===== src/hw/vdc_pkg.sv =====
package vdc_pkg;

  //////////////////////////////////////////////////////////////////////
  // Sizes
  //////////////////////////////////////////////////////////////////////

  localparam int CHAR_CLOCKS    = 8;   // Dot clocks per character
  localparam int VRAM_AW        = 16;  // VRAM word address
  localparam int VRAM_DW        = 16;  // VRAM data word
  localparam int BG_PIPE_LEN    = 3;   // Tile ring slots, fetch runs 2 ahead
  localparam int BAT_WIDTH_LOG2 = 5;   // 32 tiles per BAT row

  // Position inside one character
  typedef logic [$clog2(CHAR_CLOCKS)-1:0] char_cycle_t;

  localparam char_cycle_t LAST_CYCLE = char_cycle_t'(CHAR_CLOCKS - 1);

  //////////////////////////////////////////////////////////////////////
  // Beam phases
  //////////////////////////////////////////////////////////////////////

  typedef enum logic [1:0] {
    H_SYNC,  // Sync pulse
    H_WAIT,  // Left blank, last two chars prefetch
    H_DISP,  // Visible part
    H_END    // Right blank
  } h_state_e;

  typedef enum logic [1:0] {
    V_WAIT,  // Top blank
    V_DISP,  // Visible lines
    V_END,   // Bottom blank
    V_SYNC   // Sync pulse
  } v_state_e;

  // Beam position seen by every stage
  typedef struct packed {
    h_state_e    h_state;
    v_state_e    v_state;
    char_cycle_t char_cycle;
    logic [9:0]  h_cnt;     // Down-counter, chars left in phase
    logic [9:0]  v_cnt;     // Down-counter, lines left in phase
    logic [6:0]  tile_col;  // Tile under fetch in this line
    logic [9:0]  row;       // Display line index
  } beam_t;

  //////////////////////////////////////////////////////////////////////
  // Data words
  //////////////////////////////////////////////////////////////////////

  typedef struct packed {
    logic [3:0]  palette;
    logic [11:0] tile_index;
  } bat_entry_t;

  // One tile row, both bit-plane pairs
  typedef struct packed {
    logic [3:0]         palette;
    logic [VRAM_DW-1:0] cg0;  // Planes 0 and 1
    logic [VRAM_DW-1:0] cg1;  // Planes 2 and 3
  } tile_line_t;

  typedef struct packed {
    logic               rd;
    logic [VRAM_AW-1:0] addr;
  } vram_req_t;

  // VD pixel code
  typedef struct packed {
    logic       sprite;   // Always 0, no sprite path
    logic [3:0] palette;
    logic [3:0] color;
  } pixel_t;

endpackage


===== src/hw/vdc_beam_timing.sv =====
`timescale 1ns/1ps

module vdc_beam_timing #(
  parameter int unsigned hsw = 2,    // HSYNC width - 1 (chars)
  parameter int unsigned hds = 2,    // Left blank - 1
  parameter int unsigned hdw = 31,   // Display width - 1
  parameter int unsigned hde = 3,    // Right blank - 1
  parameter int unsigned vsw = 2,    // VSYNC width - 1 (lines)
  parameter int unsigned vds = 15,   // Top blank - 2
  parameter int unsigned vdw = 239,  // Display height - 1
  parameter int unsigned vde = 3     // Bottom blank
) (
  input  logic           clock,
  input  logic           reset_N,
  output vdc_pkg::beam_t beam
);

  import vdc_pkg::*;

  char_cycle_t char_cycle;
  h_state_e    h_state;
  v_state_e    v_state;
  logic [9:0]  h_cnt, v_cnt;
  logic [6:0]  tile_col;
  logic [9:0]  row;

  logic char_end;   // Last clock of a character
  logic line_end;   // Last clock of a line
  logic fetch_chr;  // Character that carries a BG fetch slot

  assign char_end  = (char_cycle == LAST_CYCLE);
  assign line_end  = char_end && (h_state == H_END) && (h_cnt == '0);
  assign fetch_chr = (h_state == H_DISP) || ((h_state == H_WAIT) && (h_cnt < 10'd2));

  //////////////////////////////////////////////////////////////////////
  // Horizontal
  //////////////////////////////////////////////////////////////////////

  always_ff @(posedge clock, negedge reset_N) begin
    if (!reset_N) begin
      char_cycle <= '0;
      h_state    <= H_SYNC;
      h_cnt      <= 10'(hsw);
    end else begin
      char_cycle <= char_end ? '0 : char_cycle + 1'b1;
      if (char_end) begin
        h_cnt <= h_cnt - 1'b1;           // One char gone
        if (h_cnt == '0) begin
          case (h_state)
            H_SYNC: begin h_state <= H_WAIT; h_cnt <= 10'(hds); end
            H_WAIT: begin h_state <= H_DISP; h_cnt <= 10'(hdw); end
            H_DISP: begin h_state <= H_END;  h_cnt <= 10'(hde); end
            default: begin h_state <= H_SYNC; h_cnt <= 10'(hsw); end
          endcase
        end
      end
    end
  end

  //////////////////////////////////////////////////////////////////////
  // Vertical, steps once per line
  //////////////////////////////////////////////////////////////////////

  always_ff @(posedge clock, negedge reset_N) begin
    if (!reset_N) begin
      v_state <= V_WAIT;
      v_cnt   <= 10'(vds + 1);
    end else if (line_end) begin
      v_cnt <= v_cnt - 1'b1;
      if (v_cnt == '0) begin
        case (v_state)
          V_WAIT: begin v_state <= V_DISP; v_cnt <= 10'(vdw); end
          V_DISP: begin v_state <= V_END;  v_cnt <= 10'(vde - 1); end
          V_END:  begin v_state <= V_SYNC; v_cnt <= 10'(vsw); end
          default: begin v_state <= V_WAIT; v_cnt <= 10'(vds + 1); end
        endcase
      end
    end
  end

  // Tile column and display row
  always_ff @(posedge clock, negedge reset_N) begin
    if (!reset_N) begin
      tile_col <= '0;
      row      <= '0;
    end else begin
      if (char_end && (h_state == H_SYNC) && (h_cnt == '0))
        tile_col <= '0;                  // Fresh line, first fetch is col 0
      else if (char_end && fetch_chr)
        tile_col <= tile_col + 1'b1;

      if (v_state == V_WAIT)
        row <= '0;                       // Top of frame
      else if (char_end && (v_state == V_DISP) && (h_state == H_DISP) && (h_cnt == '0))
        row <= row + 1'b1;               // Visible part of line done
    end
  end

  always_comb begin
    beam.h_state    = h_state;
    beam.v_state    = v_state;
    beam.char_cycle = char_cycle;
    beam.h_cnt      = h_cnt;
    beam.v_cnt      = v_cnt;
    beam.tile_col   = tile_col;
    beam.row        = row;
  end

endmodule


===== src/hw/vdc_bg_fetch.sv =====
`timescale 1ns/1ps

module vdc_bg_fetch (
  input  logic                              clock,
  input  logic                              reset_N,
  input  vdc_pkg::beam_t                    beam,
  output vdc_pkg::vram_req_t                vram_req,
  input  logic [vdc_pkg::VRAM_DW-1:0]       vram_data,
  output logic                              tile_we,
  output logic [1:0]                        tile_slot,
  output vdc_pkg::tile_line_t               tile_line
);

  import vdc_pkg::*;

  logic               fetch_on;   // This char belongs to BG fetch
  logic               sync_last;  // Last clock of HSYNC
  logic [VRAM_AW-1:0] bat_ptr;
  logic [VRAM_AW-1:0] tile_ptr;   // Row of the current tile's CG
  logic [3:0]         pal_q;
  logic [VRAM_DW-1:0] cg0_q;
  logic [1:0]         slot_q;     // Ring slot of the tile in flight
  logic               cg1_due;    // CG1 word on the bus now
  bat_entry_t         bat_word;

  assign bat_word  = bat_entry_t'(vram_data);
  assign fetch_on  = (beam.v_state == V_DISP) &&
                     ((beam.h_state == H_DISP) ||
                      ((beam.h_state == H_WAIT) && (beam.h_cnt < 10'd2)));
  assign sync_last = (beam.h_state == H_SYNC) && (beam.h_cnt == '0) &&
                     (beam.char_cycle == LAST_CYCLE);

  //////////////////////////////////////////////////////////////////////
  // VRAM address sequencing
  //////////////////////////////////////////////////////////////////////

  always_comb begin
    vram_req = '0;                       // Idle bus
    if (fetch_on) begin
      case (beam.char_cycle)
        3'd1: begin                      // BAT word
          vram_req.rd   = 1'b1;
          vram_req.addr = bat_ptr;
        end
        3'd5: begin                      // CG0, planes 0/1
          vram_req.rd   = 1'b1;
          vram_req.addr = tile_ptr;
        end
        3'd7: begin                      // CG1, planes 2/3, 8 words on
          vram_req.rd   = 1'b1;
          vram_req.addr = tile_ptr + VRAM_AW'(8);
        end
        default: ;
      endcase
    end
  end

  // BAT pointer, reloaded per line from the row's tile row
  always_ff @(posedge clock, negedge reset_N) begin
    if (!reset_N) begin
      bat_ptr <= '0;
      slot_q  <= '0;
      cg1_due <= 1'b0;
    end else begin
      if (sync_last)
        bat_ptr <= VRAM_AW'(beam.row[9:3]) << BAT_WIDTH_LOG2;
      else if (fetch_on && (beam.char_cycle == LAST_CYCLE))
        bat_ptr <= bat_ptr + 1'b1;       // Next tile of the row

      if (fetch_on && (beam.char_cycle == 3'd2))
        slot_q <= 2'(beam.tile_col % BG_PIPE_LEN);

      cg1_due <= fetch_on && (beam.char_cycle == LAST_CYCLE);
    end
  end

  //////////////////////////////////////////////////////////////////////
  // Capture, one clock after each read
  //////////////////////////////////////////////////////////////////////

  always_ff @(posedge clock) begin
    if (fetch_on && (beam.char_cycle == 3'd2)) begin
      pal_q    <= bat_word.palette;
      // 16 words per tile, row inside tile picks the word
      tile_ptr <= VRAM_AW'({bat_word.tile_index, 4'b0000}) + VRAM_AW'(beam.row[2:0]);
    end
    if (fetch_on && (beam.char_cycle == 3'd6))
      cg0_q <= vram_data;
  end

  // Whole tile goes to the ring as CG1 arrives
  assign tile_we           = cg1_due;
  assign tile_slot         = slot_q;
  assign tile_line.palette = pal_q;
  assign tile_line.cg0     = cg0_q;
  assign tile_line.cg1     = vram_data;

endmodule


===== src/hw/vdc_bg_serializer.sv =====
`timescale 1ns/1ps

module vdc_bg_serializer (
  input  logic                clock,
  input  logic                reset_N,
  input  vdc_pkg::beam_t      beam,
  input  logic                tile_we,
  input  logic [1:0]          tile_slot,
  input  vdc_pkg::tile_line_t tile_line,
  output vdc_pkg::pixel_t     pixel,
  output logic                active
);

  import vdc_pkg::*;

  tile_line_t  ring [BG_PIPE_LEN];  // Written two chars ahead of display
  logic [1:0]  rd_ptr;
  tile_line_t  cur;
  char_cycle_t x;                   // Pixel inside the tile
  logic [3:0]  color;

  assign active = (beam.h_state == H_DISP) && (beam.v_state == V_DISP);
  assign x      = beam.char_cycle;
  assign cur    = ring[rd_ptr];

  always_ff @(posedge clock) begin
    if (tile_we)
      ring[tile_slot] <= tile_line;
  end

  // Read side follows the displayed char
  always_ff @(posedge clock, negedge reset_N) begin
    if (!reset_N) begin
      rd_ptr <= '0;
    end else if (!active) begin
      rd_ptr <= '0;                     // Line starts at slot 0
    end else if (x == LAST_CYCLE) begin
      rd_ptr <= (rd_ptr == 2'(BG_PIPE_LEN - 1)) ? '0 : rd_ptr + 1'b1;
    end
  end

  //////////////////////////////////////////////////////////////////////
  // Bit-plane extraction, MSB is leftmost pixel
  //////////////////////////////////////////////////////////////////////

  always_comb begin
    color[0] = cur.cg0[7 - x];
    color[1] = cur.cg0[15 - x];
    color[2] = cur.cg1[7 - x];
    color[3] = cur.cg1[15 - x];

    pixel.sprite  = 1'b0;
    pixel.color   = color;
    // Colour 0 is transparent, shows as backdrop
    pixel.palette = (color == 4'd0) ? 4'd0 : cur.palette;
  end

endmodule


===== src/hw/vdc_top.sv =====
`timescale 1ns/1ps

module vdc_top #(
  parameter int unsigned hsw = 2,
  parameter int unsigned hds = 2,
  parameter int unsigned hdw = 31,
  parameter int unsigned hde = 3,
  parameter int unsigned vsw = 2,
  parameter int unsigned vds = 15,
  parameter int unsigned vdw = 239,
  parameter int unsigned vde = 3
) (
  input  logic                        clock,
  input  logic                        reset_N,
  output vdc_pkg::vram_req_t          vram_req,
  input  logic [vdc_pkg::VRAM_DW-1:0] vram_data,
  output logic                        hsync_n,
  output logic                        vsync_n,
  output logic                        display,
  output vdc_pkg::pixel_t             vd
);

  import vdc_pkg::*;

  beam_t      beam;
  logic       tile_we;
  logic [1:0] tile_slot;
  tile_line_t tile_line;
  pixel_t     pixel;
  logic       active;

  //////////////////////////////////////////////////////////////////////
  // Beam timing, fetch, serializer, output stage
  //////////////////////////////////////////////////////////////////////

  vdc_beam_timing #(
    .hsw(hsw), .hds(hds), .hdw(hdw), .hde(hde),
    .vsw(vsw), .vds(vds), .vdw(vdw), .vde(vde)
  ) beam_i (
    .clock  (clock),
    .reset_N(reset_N),
    .beam   (beam)
  );

  vdc_bg_fetch fetch_i (
    .clock    (clock),
    .reset_N  (reset_N),
    .beam     (beam),
    .vram_req (vram_req),
    .vram_data(vram_data),
    .tile_we  (tile_we),
    .tile_slot(tile_slot),
    .tile_line(tile_line)
  );

  vdc_bg_serializer ser_i (
    .clock    (clock),
    .reset_N  (reset_N),
    .beam     (beam),
    .tile_we  (tile_we),
    .tile_slot(tile_slot),
    .tile_line(tile_line),
    .pixel    (pixel),
    .active   (active)
  );

  vdc_video_out out_i (
    .clock  (clock),
    .reset_N(reset_N),
    .beam   (beam),
    .pixel  (pixel),
    .active (active),
    .hsync_n(hsync_n),
    .vsync_n(vsync_n),
    .display(display),
    .vd     (vd)
  );

endmodule


===== src/hw/vdc_video_out.sv =====
`timescale 1ns/1ps

module vdc_video_out (
  input  logic            clock,
  input  logic            reset_N,
  input  vdc_pkg::beam_t  beam,
  input  vdc_pkg::pixel_t pixel,
  input  logic            active,
  output logic            hsync_n,
  output logic            vsync_n,
  output logic            display,
  output vdc_pkg::pixel_t vd
);

  import vdc_pkg::*;

  logic   hs_next, vs_next;
  pixel_t vd_next;

  // Sync pulses are active low
  assign hs_next = (beam.h_state != H_SYNC);
  assign vs_next = (beam.v_state != V_SYNC);
  assign vd_next = active ? pixel : '0;     // Black outside the window

  //////////////////////////////////////////////////////////////////////
  // Output register, one clock behind the beam
  //////////////////////////////////////////////////////////////////////

  always_ff @(posedge clock, negedge reset_N) begin
    if (!reset_N) begin
      hsync_n <= 1'b0;     // Beam starts in HSYNC
      vsync_n <= 1'b1;
      display <= 1'b0;
      vd      <= '0;
    end else begin
      hsync_n <= hs_next;
      vsync_n <= vs_next;
      display <= active;
      vd      <= vd_next;
    end
  end

endmodule


===== config.mk =====
export PLATFORM = sky130hd
export DESIGN_NAME = vdc_top
export DESIGN_NICKNAME = d
export VERILOG_FILES = /design/src/hw/vdc_pkg.sv /design/src/hw/vdc_beam_timing.sv /design/src/hw/vdc_bg_fetch.sv /design/src/hw/vdc_bg_serializer.sv /design/src/hw/vdc_top.sv /design/src/hw/vdc_video_out.sv
export SDC_FILE = /design/constraint.sdc
export NUM_CORES = 1
export LEC_CHECK = 0
export ABC_CLOCK_PERIOD_IN_PS = 7300
export BUFFER_PORTS_ARGS = -buffer_cell sky130_fd_sc_hd__buf_2
export CORE_MARGIN = 2
export CORE_UTILIZATION = 55
export CTS_CLUSTER_SIZE = 8
export DETAILED_ROUTE_END_ITERATION = 8
export HOLD_SLACK_MARGIN = 0.06
export PLACE_DENSITY = 0.79
export SLEW_MARGIN = 10
export SYNTH_ARGS = -nofsm -noshare
export SYNTH_HDL_FRONTEND = slang
export SYNTH_SLANG_ARGS = --single-unit
export TNS_END_PERCENT = 20

===== constraint.sdc =====
create_clock -name clock -period 7.3 [get_ports clock]
set_input_delay 0.365 -clock clock [delete_from_list [all_inputs] [get_ports clock]]
set_output_delay 0.365 -clock clock [all_outputs]
set_load 0.03 [all_outputs]

==> summary.txt <==
Synthesis
  – Cell Area, Synth: 0.009991 mm2
  – Warnings from Yosys: 0
  – Seq cells post-synth: 219
  – Post-synthesis cell type count: 78
  – Cell taking the most area after synthesis: edfxtp_1
  – Part of the Yosys area used for sequential elements: 0.6205
  – Post-Syn Instances: 780
  – EDFF count, synth: ~140
  – Async set-reset flop share out of synthesis: 0.3470
  – Top FF cell, synth: edfxtp_1
  – Post-synth top area share: 0.4298
  – Mapped Avg Cell Area: approximately 13 um2
  – Synth Net Count: 821
  – Synth area leaders: edfxtp_1 43%, dfrtp_1 18%, nor2_1 3.2%

Hold path
  – Min-Delay Endpoint: ser_i.ring[1][15]
  – Hold_sp: vram_data[15]
  – Hold crit path type: input pin to flip-flop
  – Hold depth: 1

Worst setup path
  – Delay-heaviest family, CP: compound AO/OA/AOI/OAI gates
  – Reg-to-Reg End: fetch_i.tile_slot[1]
  – R2R Setup Slk: between 2 and 2.5 ns
  – CP peak stage delay: 0.69 ns
  – Critical path type: flip-flop to flip-flop
  – CP max FO: 18
  – Most common cell on crit path: ha_1
  – Buffers & Inverters on Critical Path: 0
  – Crit-path cells: ha_1, mux2i_1, mux2i_1, nor3_2, a31oi_1, nor2_1, ha_1, a221o_1, or2_1, a31o_4, xnor2_1, ha_1, a41o_1, or4_1, o211ai_1, o22ai_1
  – Worst setup EP type: flip-flop
  – Worst R2R Path Depth: 16
  – Worst path depth: 16
  – CP Launch Point: beam_i.tile_col[5]
  – Crit-path slowest cell: dfrtp_1
  – Startpoint Class: flip-flop
  – Critical Path AT: about 5.4 ns
  – Worst path required time: 7.72 ns
  – Worst r2r src: beam_i.tile_col[5]

Timing
  – Crit share post-route: 0.6804
  – TNS Setup: 0 ns
  – Endpoints failing hold: 0
  – Slew @ Worst Pin: 1.162 ns
  – Min Tclk post-route: 4.967 ns
  – Final setup vio count: 0
  – Setup Skew: 0.009462 ns
  – Slew HR: 0.2204
  – Final slew viol count: 0
  – RSZ-0062 raised after global routing: no
  – Fmax: 201.3 MHz

CTS
  – CTS sink cnt: ~220
  – PostCTS Resize Cnt: 0
  – CTS tree: yes
  – Clk Latency, worst-skew pair: between 0.5 and 0.6 ns
  – Root buf cell: clkbuf_16
  – H-tree levels: 1
  – Clk buf depth: 3
  – Reg clk slew, reported paths: 0.05 ns
  – Num CTS Buffers: 31

Placement
  – Placed cell areas: a little over 0.01 mm2
  – IO Port Bufs: 45
  – Final GP Congestion: 0.8536
  – Final HPWL DP: 12,260 um

Floorplanning
  – Row Count: between 40 and 50
  – Die area: 0.01926 mm2
  – I/O Pins: 47
  – Die Height: approximately 140 um
  – Core area: 0.01790 mm2
  – Die width: 138.8 um
  – Starting Density: 0.5581

Detailed routing
  – Detailed Routing Iterations Pass 1: 7
  – DR DRC count: 0
  – Via-to-Cell Ratio: 5.799
  – Vias after detailed routing: around 6,300
  – Wire per inst: around 18 um
  – DRT iter0 DRCs: between 400 and 500
  – Post-DRT Antenna Nets: 0
  – Final wirelength: 19,890 um

Final layout
  – Total Nets Final: 875
  – Final Cell Area: 0.01134 mm2
  – Layout cells sized above 1: 0.1665
  – # diodes: 0
  – Area Growth Syn to Fin: 13.55%
  – Post-layout util: 0.6337
  – Layout fillers: 1,319

Global route
  – First-pass GRT wire length: 32,130 um
  – Gr usage total: 0.2063
  – Largest net degree at the start of global routing: between 70 and 80
  – Initial antenna violation count: 0
  – GRT overflow: 0
  – Vias in the first global route: 6,249

Power
  – Leakage power: 0.004331 uW
  – Power density over cell area: about 230 mW/mm2
  – Worst vdd ir: 0.2443 mV

Run
  – Max_cap viols: 0

Outcome
  – Status: completed
## synth_stat cells, types with 4 or more instances
cell type / instances
edfxtp_1: 143
nor2_1: 86
dfrtp_1: 73
nand2_1: 48
a21oi_1: 38
o21ai_0: 34
mux2i_1: 27
xor2_1: 25
clkbuf_1: 23
ha_1: 23
mux2_2: 21
inv_1: 20
a22oi_1: 15
nor3_1: 15
or3_1: 13
mux4_2: 12
a211oi_1: 11
nand4_1: 10
nor2b_1: 10
and2_1: 9
and3_1: 9
nand3_1: 9
xnor2_1: 9
nand2b_1: 8
a31oi_1: 6
buf_2: 4
nand3b_1: 4
nor3b_1: 4
nor4_1: 4
## sequential cells by signal, indices dropped and copies added (netlist names), 2 cells and up
name and flops:
beam_i.h_state 2, fetch_i.tile_slot 2, fetch_i.bat_ptr 16, beam_i.v_cnt 10
ser_i.ring 108, fetch_i.cg0_q 16, beam_i.v_state 2, beam_i.char_cycle 3
out_i.vd 8, beam_i.h_cnt 10, beam_i.tile_col 7, fetch_i.tile_ptr 15
beam_i.row 10, ser_i.rd_ptr 2, fetch_i.pal_q 4
## worst max-delay path by stage
stage | endpoint | slack (ns)
detailed placement | fetch_i.tile_slot[1] | 2.36
floorplan | fetch_i.tile_slot[1] | 3.26
global placement | fetch_i.tile_slot[1] | 2.54
global route | fetch_i.tile_slot[1] | 1.98
finish | fetch_i.tile_slot[1] | 2.33
CTS | fetch_i.tile_slot[1] | 2.35
## through the flow
stage / total power, uW / std cells / setup slack [ns] / hold slack, ns
2_1_floorplan: 1345 / 780 / 3.259 / 0.06941
4_1_cts: 2663 / 1088 / 2.345 / 0.06032
6_report: 2642 / 1088 / 2.333 / 0.07230
3_5_place_dp: 1364 / 1024 / 2.360 / 0.4603
5_1_grt: 2726 / 1088 / 1.980 / 0.07108
3_3_place_gp: 1364 / 1024 / 2.544 / 0.4452
## final cells by class
cell class	instances	area (um2)	share of cell area
inverter	24	90.09	0.007941
multi-input combinational	502	3545	0.3125
clock buffer	56	869.6	0.07665
sequential	219	6201	0.5466
timing repair buffer	56	325.3	0.02868
tap	229	286.5	0.02526
clock inverter	2	27.53	0.002426
## cells in the final DEF (no fill, tap or decap), types with 3 or more instances in the layout
master / n
a31oi_1: 6
mux2_2: 21
nand4_1: 10
clkbuf_1: 25
nor2b_1: 10
o22a_1: 3
nand3_1: 9
ha_1: 23
mux4_2: 12
and3_1: 8
xor2_1: 25
clkbuf_16: 31
nand3b_1: 4
nand2b_1: 8
a22oi_1: 15
buf_4: 6
nor2_1: 85
or3_1: 13
and2_1: 9
o21ai_0: 34
a21oi_1: 38
nor3_1: 15
nand2_1: 48
mux2i_1: 27
inv_1: 20
buf_2: 44
dfrtp_1: 72
xnor2_1: 9
edfxtp_1: 143
dfstp_2: 3
nor4_1: 4
dlygate4sd3_1: 6
a211oi_1: 11
## per-layer routing
layer	routed length, um	global-route usage	up-vias
met4	586	0.06645	0
met1	8556	0.2824	3063
li1	-	-	3004
met2	9635	0.3420	190
met5	0	0	-
met3	1113	0.03384	52
## kinds of logic (layout without fill, tap and decap cells)
group	Yosys count	in the layout	synth area share
compound gates	139	139	0.09205
xor+xnor	35	35	0.03143
fa+ha+maj	23	23	0.02880
buf+inv	59	138	0.02605
flops	219	219	0.6205
mux	60	60	0.07777
other cells	1	1	0.0003753
simple gates	244	244	0.1230
## report_power, final
| group | total [uW] | internal (uW) | switching (uW) |
|---|---|---|---|
| logic | 23.0 | 5.58 | 17.4 |
| clock network | 1300 | 795 | 503 |
| registers | 1320 | 1320 | 0 |
## what timing repair did
item / 4_1_cts / 5_1_grt
hold endpoints to repair: 91 / 0
hold buffers: 6 / 0
setup buffers: 0 / 0
No activity file was read; power rests on OpenSTA's default activity.
